### src/logic/fpu_settings.svh
/*
  Sizing constants for the FPU register subsystem.
  Included by the package and by any module that sizes arrays from them.
*/
`ifndef FPU_SETTINGS_SVH
`define FPU_SETTINGS_SVH

// number of f registers, f0..f31
`define FPU_NUM_REGS 32

// single precision word
`define FPU_XLEN 32

// strobe edge to register-file write edge
`define FPU_PIPE_DEPTH 2

`endif

### src/logic/fpu_pkg.sv
/*
  Shared types for the FPU register subsystem.
  Imported by the RTL and the testbench for word, index and opcode types.
*/
package fpu_pkg;

  `include "fpu_settings.svh"

  typedef logic [`FPU_XLEN-1:0] fp_word_t;                 // IEEE single
  typedef logic [$clog2(`FPU_NUM_REGS)-1:0] freg_idx_t;     // register index
  typedef logic [2:0] frm_t;                                 // rounding mode
  typedef logic [4:0] fflags_t;                              // NV DZ OF UF NX

  typedef enum logic [2:0] {
    FP_NOP   = 3'd0,
    FP_LOAD  = 3'd1,  // flw, data from load_data
    FP_STORE = 3'd2,  // fsw, rs2 out on store_data
    FP_SGNJ  = 3'd3,
    FP_SGNJN = 3'd4,
    FP_SGNJX = 3'd5,
    FP_MIN   = 3'd6,
    FP_MAX   = 3'd7
  } fp_op_t;

  // issue stage holds a valid op or not
  typedef enum logic {
    IDLE = 1'b0,
    BUSY = 1'b1
  } fp_stage_t;

endpackage

### src/logic/f_register_file_if.sv
/*
  Port bundle between the writeback stage and the FP register file.
  wb drives the write request and read indices, rf returns read data and fcsr.
*/
`timescale 1ns/100ps

interface f_register_file_if
  import fpu_pkg::*;
(
  input logic frf_rf,  // clock
  input logic reset
);

  // write request, from writeback
  logic      f_LW;      // load write, always commits
  logic      f_SW;      // store, blocks the write
  logic      f_ready;   // compute result valid
  freg_idx_t f_rd;
  fp_word_t  f_w_data;
  fflags_t   flags;     // replaces fcsr flags on write
  frm_t      f_frm_in;  // sampled every cycle

  // read side
  freg_idx_t f_rs1;
  freg_idx_t f_rs2;
  fp_word_t  f_rs1_data;
  fp_word_t  f_rs2_data;
  frm_t      f_frm_out;
  fflags_t   f_flags;

  modport wb (
    output f_LW, f_SW, f_ready, f_rd, f_w_data, flags, f_frm_in,
    output f_rs1, f_rs2
  );

  modport rf (
    input  frf_rf, reset,
    input  f_LW, f_SW, f_ready, f_rd, f_w_data, flags, f_frm_in,
    input  f_rs1, f_rs2,
    output f_rs1_data, f_rs2_data, f_frm_out, f_flags
  );

endinterface

### src/logic/fp_issue.sv
/*
  Issue stage. Takes the op strobe and the combinational register reads,
  picks the operands and registers them for the sign/minmax unit.
*/
`timescale 1ns/100ps

module fp_issue
  import fpu_pkg::*;
(
  input  logic      frf_rf,
  input  logic      reset,
  input  logic      op_valid,
  input  fp_op_t    op,
  input  freg_idx_t rs1,
  input  freg_idx_t rs2,
  input  freg_idx_t rd,
  input  fp_word_t  load_data,
  input  fp_word_t  rs1_data,   // read in the strobe cycle
  input  fp_word_t  rs2_data,
  output logic      ex_valid,
  output fp_op_t    ex_op,
  output freg_idx_t ex_rd,
  output fp_word_t  ex_a,
  output fp_word_t  ex_b
);

  fp_stage_t state;
  logic      take;     // real op this cycle
  fp_word_t  opnd_a;

  assign take = op_valid && (op != FP_NOP);  // nop becomes a bubble

  // load data stands in for rs1 on flw
  assign opnd_a = (op == FP_LOAD) ? load_data : rs1_data;

  always_ff @(posedge frf_rf) begin
    if (reset) begin
      state <= IDLE;
    end else begin
      state <= take ? BUSY : IDLE;  // one op per strobe
    end
  end

  // payload only moves on a real op
  always_ff @(posedge frf_rf) begin
    if (take) begin
      ex_op <= op;
      ex_rd <= rd;
      ex_a  <= opnd_a;
      ex_b  <= rs2_data;  // second operand, also the store data
    end
  end

  assign ex_valid = (state == BUSY);

endmodule

### src/logic/fp_sign_minmax.sv
/*
  Sign injection and IEEE-754-2008 minNum/maxNum, one register stage.
  Loads pass operand a, stores pass operand b. NV flags signaling NaN inputs.
*/
`timescale 1ns/100ps

module fp_sign_minmax
  import fpu_pkg::*;
(
  input  logic      frf_rf,
  input  logic      reset,
  input  logic      ex_valid,
  input  fp_op_t    ex_op,
  input  freg_idx_t ex_rd,
  input  fp_word_t  ex_a,
  input  fp_word_t  ex_b,
  output logic      res_valid,
  output fp_op_t    res_op,
  output freg_idx_t res_rd,
  output fp_word_t  res_data,
  output fflags_t   res_flags
);

  localparam fp_word_t CANON_NAN = 32'h7fc0_0000;

  logic     a_nan, b_nan;
  logic     a_snan, b_snan;
  logic     a_lt_b;       // ordered compare, -0 < +0
  logic     is_minmax;
  fp_word_t mm_data;
  fp_word_t nxt_data;
  fflags_t  nxt_flags;

  // nan: exp all ones, mantissa nonzero; quiet bit is mantissa msb
  assign a_nan  = (&ex_a[30:23]) && (|ex_a[22:0]);
  assign b_nan  = (&ex_b[30:23]) && (|ex_b[22:0]);
  assign a_snan = a_nan && !ex_a[22];
  assign b_snan = b_nan && !ex_b[22];

  always_comb begin
    if (ex_a[31] != ex_b[31])
      a_lt_b = ex_a[31];                  // negative one is smaller
    else if (!ex_a[31])
      a_lt_b = ex_a[30:0] < ex_b[30:0];   // both positive
    else
      a_lt_b = ex_a[30:0] > ex_b[30:0];   // both negative, bigger mag is smaller
  end

  assign is_minmax = (ex_op == FP_MIN) || (ex_op == FP_MAX);

  always_comb begin
    if (a_nan && b_nan)
      mm_data = CANON_NAN;
    else if (a_nan)
      mm_data = ex_b;   // nan loses
    else if (b_nan)
      mm_data = ex_a;
    else if (ex_op == FP_MIN)
      mm_data = a_lt_b ? ex_a : ex_b;
    else
      mm_data = a_lt_b ? ex_b : ex_a;
  end

  always_comb begin
    nxt_flags = '0;
    case (ex_op)
      FP_LOAD:  nxt_data = ex_a;
      FP_STORE: nxt_data = ex_b;
      FP_SGNJ:  nxt_data = {ex_b[31], ex_a[30:0]};
      FP_SGNJN: nxt_data = {~ex_b[31], ex_a[30:0]};
      FP_SGNJX: nxt_data = {ex_a[31] ^ ex_b[31], ex_a[30:0]};
      FP_MIN,
      FP_MAX:   nxt_data = mm_data;
      default:  nxt_data = '0;
    endcase
    nxt_flags[4] = is_minmax && (a_snan || b_snan);  // NV only
  end

  always_ff @(posedge frf_rf) begin
    if (reset) res_valid <= 1'b0;
    else       res_valid <= ex_valid;
  end

  always_ff @(posedge frf_rf) begin
    if (ex_valid) begin
      res_op    <= ex_op;
      res_rd    <= ex_rd;
      res_data  <= nxt_data;
      res_flags <= nxt_flags;
    end
  end

endmodule

### src/logic/fp_writeback.sv
/*
  Output stage. Turns the registered result into the register-file write
  request (f_LW / f_SW / f_ready) and drives the store port.
  Also forwards frm_in and the read indices onto the register-file bundle.
*/
`timescale 1ns/100ps

module fp_writeback
  import fpu_pkg::*;
(
  input  logic      frf_rf,
  input  logic      reset,
  input  logic      res_valid,
  input  fp_op_t    res_op,
  input  freg_idx_t res_rd,
  input  fp_word_t  res_data,
  input  fflags_t   res_flags,
  input  frm_t      frm_in,
  input  freg_idx_t rs1,
  input  freg_idx_t rs2,
  output logic      store_valid,
  output fp_word_t  store_data,
  f_register_file_if.wb wb
);

  logic     is_load;
  logic     is_store;
  fp_word_t store_hold;  // last value stored

  assign is_load  = res_valid && (res_op == FP_LOAD);
  assign is_store = res_valid && (res_op == FP_STORE);

  // write request, commits at the next edge
  assign wb.f_LW     = is_load;
  assign wb.f_SW     = is_store;
  assign wb.f_ready  = res_valid && !is_load && !is_store;
  assign wb.f_rd     = res_rd;
  assign wb.f_w_data = res_data;
  assign wb.flags    = res_flags;   // zero for loads
  assign wb.f_frm_in = frm_in;

  // read indices straight through
  assign wb.f_rs1 = rs1;
  assign wb.f_rs2 = rs2;

  // keep store_data steady between stores
  always_ff @(posedge frf_rf) begin
    if (reset)
      store_hold <= '0;
    else if (is_store)
      store_hold <= res_data;
  end

  assign store_valid = is_store;  // one pulse per store result
  assign store_data  = is_store ? res_data : store_hold;

endmodule

### src/logic/f_register_file.sv
/*
  FP register file with the fcsr rounding mode and flag fields.
  Two combinational read ports, one write port driven from the writeback bundle.
*/
`timescale 1ns/100ps

`include "fpu_settings.svh"

module f_register_file
  import fpu_pkg::*;
(
  f_register_file_if.rf frf_rf
);

  fp_word_t regs [`FPU_NUM_REGS];
  frm_t     frm;
  fflags_t  fflags;
  logic     f_wen;

  // load always writes, compute writes when ready, store never
  always_comb begin
    f_wen = 1'b0;
    if (frf_rf.f_LW)
      f_wen = 1'b1;
    else if (frf_rf.f_ready && !frf_rf.f_SW)
      f_wen = 1'b1;
  end

  always_ff @(posedge frf_rf.frf_rf) begin
    if (frf_rf.reset) begin
      for (int i = 0; i < `FPU_NUM_REGS; i++) begin
        regs[i] <= '0;
      end
      fflags <= '0;
    end else if (f_wen) begin
      regs[frf_rf.f_rd] <= frf_rf.f_w_data;
      fflags            <= frf_rf.flags;  // replace, no accumulate
    end
  end

  // rounding mode follows the input every cycle
  always_ff @(posedge frf_rf.frf_rf) begin
    if (frf_rf.reset) frm <= '0;
    else              frm <= frf_rf.f_frm_in;
  end

  assign frf_rf.f_rs1_data = regs[frf_rf.f_rs1];
  assign frf_rf.f_rs2_data = regs[frf_rf.f_rs2];
  assign frf_rf.f_frm_out  = frm;
  assign frf_rf.f_flags    = fflags;

endmodule

### src/logic/fpu_regfile_top.sv
/*
  Top of the FP register subsystem: issue, sign/minmax, writeback, register file.
  An op strobed at edge N writes the register file at edge N+2.
  rd_idx/rd_data give a debug read through the rs2 port while idle.
*/
`timescale 1ns/100ps

module fpu_regfile_top
  import fpu_pkg::*;
(
  input  logic      frf_rf,
  input  logic      reset,
  input  logic      op_valid,
  input  fp_op_t    op,
  input  freg_idx_t rs1,
  input  freg_idx_t rs2,
  input  freg_idx_t rd,
  input  fp_word_t  load_data,
  input  frm_t      frm_in,
  input  freg_idx_t rd_idx,      // debug read index
  output logic      store_valid,
  output fp_word_t  store_data,
  output frm_t      frm_out,
  output fflags_t   flags_out,
  output fp_word_t  rd_data
);

  logic      ex_valid,  res_valid;
  fp_op_t    ex_op,     res_op;
  freg_idx_t ex_rd,     res_rd;
  fp_word_t  ex_a, ex_b, res_data;
  fflags_t   res_flags;
  freg_idx_t rs2_port;  // rs2 or debug index

  f_register_file_if frf_if (.frf_rf(frf_rf), .reset(reset));

  assign rs2_port = op_valid ? rs2 : rd_idx;  // debug borrows port when idle

  fp_issue u_issue (
    .frf_rf, .reset, .op_valid, .op, .rs1, .rs2, .rd, .load_data,
    .rs1_data (frf_if.f_rs1_data),
    .rs2_data (frf_if.f_rs2_data),
    .ex_valid, .ex_op, .ex_rd, .ex_a, .ex_b
  );

  fp_sign_minmax u_sign_minmax (
    .frf_rf, .reset, .ex_valid, .ex_op, .ex_rd, .ex_a, .ex_b,
    .res_valid, .res_op, .res_rd, .res_data, .res_flags
  );

  fp_writeback u_writeback (
    .frf_rf, .reset, .res_valid, .res_op, .res_rd, .res_data, .res_flags,
    .frm_in, .rs1, .rs2 (rs2_port), .store_valid, .store_data,
    .wb (frf_if.wb)
  );

  f_register_file u_regfile (.frf_rf(frf_if.rf));

  assign rd_data   = frf_if.f_rs2_data;
  assign frm_out   = frf_if.f_frm_out;
  assign flags_out = frf_if.f_flags;

endmodule

### config.mk
export PLATFORM = sky130hd
export DESIGN_NAME = fpu_regfile_top
export DESIGN_NICKNAME = d
export VERILOG_FILES = /design/src/logic/fpu_pkg.sv /design/src/logic/f_register_file_if.sv /design/src/logic/fp_issue.sv /design/src/logic/fp_sign_minmax.sv /design/src/logic/fp_writeback.sv /design/src/logic/f_register_file.sv /design/src/logic/fpu_regfile_top.sv
export VERILOG_INCLUDE_DIRS = /design/src /design/src/logic
export SDC_FILE = /design/constraint.sdc
export NUM_CORES = 2
export LEC_CHECK = 0
export BUFFER_PORTS_ARGS = -buffer_cell sky130_fd_sc_hd__buf_2
export CAP_MARGIN = 20
export CORE_MARGIN = 10
export CORE_UTILIZATION = 40
export CTS_BUF_LIST = sky130_fd_sc_hd__clkbuf_16
export CTS_CLUSTER_DIAMETER = 80
export DETAILED_ROUTE_END_ITERATION = 10
export PLACE_DENSITY = 0.58
export SKIP_CTS_REPAIR_TIMING = 1
export SLEW_MARGIN = 20
export SYNTH_ARGS = -nofsm -noshare
export SYNTH_HDL_FRONTEND = slang
export SYNTH_SLANG_ARGS = --single-unit
### constraint.sdc
create_clock -name frf_rf -period 3.4 [get_ports frf_rf]
set_input_delay 0.68 -clock frf_rf [delete_from_list [all_inputs] [get_ports frf_rf]]
set_output_delay 0.68 -clock frf_rf [all_outputs]
set_load 0.02 [all_outputs]
==> metrics.md <==
| Metric | Value |
|---|---|
| Status | `complete, but fails checks` |
| Failing checks | `negative setup slack` |
| Vias in the first global route | `39,450` |
| Antenna violations before repair | `7` |
| Ports | `134` |
| Max_cap viols | `0` |
| Overall Global Routing Usage | `24.64%` |
| Die W | `411.7 um` |
| Min Tclk post-route | `3513 ps` |
| Initial Utilization | `40.30%` |
| Num CTS Buffers | `131` |
| Share of cells above drive strength 1 | `34.65%` |
| VDD IR max | `0.5308 mV` |
| Final wirelength | `217,200 um` |
| Register area | `0.03490 mm2` |
| Hold Path Class | `in2reg` |
| Critical-path maximum fanout | `7` |
| Nets | `4,527` |
| CP Data Arrival Time | `2830 ps` |
| #FFs+latches synth | `1,175` |
| Slew HR | `25.69%` |
| Final Wtd Congestion | `0.8837` |
| Remaining antenna violation count | `0` |
| Worst-margin pin slew | `1115 ps` |
| DPL Wire Length | `132,400 um` |
| H-tree depth | `4` |
| CP required | `2720 ps` |
| Finished Layout Cells | `6,567` |
| CTS tree | `yes` |
| P_leak | `27.07 nW` |
| First DRT Iteration DRCs | `5,713` |
| Max Root-Sink Buffers | `3` |
| Predominant post-synthesis flop cell | `edfxtp_1` |
| Row count | `143` |
| CTS clk-pin slew, worst paths | `60 ps` |
| Netlist cell types | `60` |
| Die Y-Extent | `411.7 um` |
| Sequential cell area fraction in the yosys report | `56.88%` |
| Via density | `6.146` |
| Multi-input logic area | `0.02581 mm2` |
| Clk_skew | `22.71 ps` |
| Syn_area_per_cell | `14.82 um2` |
| Core Region | `0.1523 mm2` |
| Worst reg2reg path startpoint | `u_issue.ex_b[4]` |
| Final Hold Vio Count | `0` |
| Maximum clock frequency | `284.6 MHz` |
| Post-synth EDFFs | `1,137` |
| WHS Path Cells | `1` |
| I/O Buffers | `129` |
| Place WS | `-419.8 ps` |
| CP Launch Type | `primary input` |
| Final worst slack | `-113.3 ps` |
| DRC Markers | `0` |
| Max Slew Vio Count | `0` |
| RSZ-0062 raised after global routing | `true` |
| Die area | `0.1695 mm2` |
| Cells after DPL | `6,229` |
| CTS sink cnt | `1,175` |
| DR WL/cell | `33.07 um` |
| Final setup viols | `50` |
| Ys Warns | `0` |
| Total number of vias | `40,360` |
| Netlist Area Pre-Place | `0.06136 mm2` |
| PD cells | `494.2 mW/mm2` |
| Async S/R FF share, synth | `0%` |
| First-pass GRT wire length | `299,500 um` |
| Grt ovf | `0` |
| Tcrit/Tclk final | `103.3%` |
| Clk_lat worst skew | `780 ps` |
| Syn-to-layout area delta | `19.43%` |
| Design area | `0.07328 mm2` |
| Critical Path Source | `op_valid` |
| R2r worst-path depth | `13` |
| Largest net degree at the start of global routing | `57` |
| Post-Syn Instances | `4,141` |
| Post-DP Area | `0.06695 mm2` |
| Fillers | `12,860` |
| Worst hold start | `rd[3]` |
| Detailed Routing Iterations Pass 1 | `5` |
| Endpoint type of the worst setup path | `output port` |
| Crit Path Class | `in2out` |
| Root Buffer | `clkbuf_16` |
flip-flops by register name (all words and copies together), names as in the netlist, 3 cells and up:
signal and flops:
u_issue.ex_a 32, u_issue.ex_b 32, u_issue.ex_op 3, u_issue.ex_rd 5, u_regfile.frf_rf.f_frm_out 3, u_regfile.regs 1024
u_sign_minmax.res_data 32, u_sign_minmax.res_op 3, u_sign_minmax.res_rd 5, u_writeback.store_hold 32
layout make-up:
type | instances | area share (%)
multi-input cells | 2534 | 35.22
well taps | 2030 | 3.466
clock buffers | 134 | 4.576
inverters | 37 | 0.1895
clock inverters | 100 | 0.9237
repair buffers | 554 | 7.985
diodes | 3 | 0.01024
flip-flops and latches | 1175 | 47.63
cell usage in the layout (no fill, tap or decap), types with 22 or more instances in the layout:
cell,Yosys,final
edfxtp_1,1137,1137
and2_1,1025,1025
mux4_2,576,576
buf_4,8,288
nand2_1,335,286
clkbuf_16,0,152
nand3_1,171,126
buf_12,0,98
buf_2,51,96
inv_1,36,73
nand2_2,1,48
nand3_2,0,42
o21ai_1,69,38
nor2b_1,38,38
buf_6,4,37
dfxtp_1,38,37
mux2i_1,39,34
mux2_2,34,32
nor2_4,0,32
or2_2,32,32
a22o_1,30,30
ha_1,33,29
clkinv_1,0,22
worst paths after layout:
check,end,slack (ps)
worst min register to register,u_sign_minmax.res_rd[0],430
worst max-delay path,rd_data[16],-110
worst min-delay path,u_issue.ex_rd[3],80
worst max register to register,u_sign_minmax.res_data[16],-70
kinds of logic (layout without fill, tap and decap cells):
kind of cell | Yosys count | after routing | share of synthesized area, %
adders and majority gates | 33 | 33 | 0.6729
other | 1 | 7 | 0.006112
buffers and inverters | 438 | 825 | 2.900
AOI/OAI and AO/OA | 143 | 146 | 1.560
DFF | 1175 | 1175 | 56.88
muxes | 649 | 649 | 22.40
and+or+nand+nor | 1702 | 1702 | 15.58
through the flow:
step / setup TNS (ps) / total power [W] / util [%] / hold slack (ps)
final: -2623 / 0.03622 / 48.13 / 77.85
after global routing: -3541 / 0.03719 / 48.13 / 52.35
after CTS: -12660 / 0.03558 / 46.62 / 27.30
after detailed placement: -11640 / 0.02205 / 43.97 / 418.6
after global placement: -10450 / 0.02201 / 43.97 / 403.2
after floorplan: 0 / 0.01983 / - / 400.3
layer usage:
metal  track usage [%]  part of all wire, %  vias up  wire, um
li1                  -                    -    16240         -
met3             6.735                   12      351     26300
met5                 0               0.0055        -        12
met2             36.15                   44     2819     95220
met1             35.14                   41    20950     88180
met4             8.509                  3.4        2      7455
cell usage after synthesis, types with 2 or more instances:
master / count / area (um2)
dfxtp_1: 38 / 760.7
clkbuf_1: 306 / 1149
o221ai_1: 2 / 17.52
nand3_1: 171 / 855.8
or2_2: 32 / 200.2
nor4b_4: 2 / 47.55
mux2_2: 34 / 382.9
a22o_1: 30 / 262.8
o31a_1: 2 / 17.52
nor2b_1: 38 / 237.7
nand2_1: 335 / 1257
a21oi_1: 17 / 85.08
buf_6: 4 / 45.04
ha_1: 33 / 412.9
buf_4: 8 / 60.06
buf_2: 51 / 255.2
a21o_1: 2 / 15.01
and3_1: 3 / 18.77
o21ai_1: 69 / 345.3
nor3_1: 3 / 15.01
o2111ai_1: 2 / 17.52
nor3b_1: 2 / 15.01
buf_1: 31 / 116.4
inv_1: 36 / 135.1
nand4_1: 14 / 87.58
nor2_1: 50 / 187.7
nor4_1: 11 / 68.82
edfxtp_1: 1137 / 34140
mux4_2: 576 / 12970
or3b_2: 2 / 17.52
o21ai_0: 4 / 20.02
mux2i_1: 39 / 390.4
and2_1: 1025 / 6412
nand3b_1: 6 / 45.04
power breakdown:
part | internal [W] | total [W] | switching (W) | leakage, nW
Combinational | 0.00244 | 0.00560 | 0.00316 | 13.0
Sequential | 0.0165 | 0.0169 | 0.000436 | 12.0
Clock | 0.00768 | 0.0137 | 0.00601 | 2.12
worst max-delay path, stage by stage:
cell and delay [ps]:
buf_12 120, mux2i_4 260, buf_8 180, buf_16 190, clkbuf_16 180, mux4_2 490, nand2_1 70, nand3_1 80
nand3_2 150, o21ai_1 80, buf_4 190, buf_6 140
No activity file was read; power rests on OpenSTA's default activity.
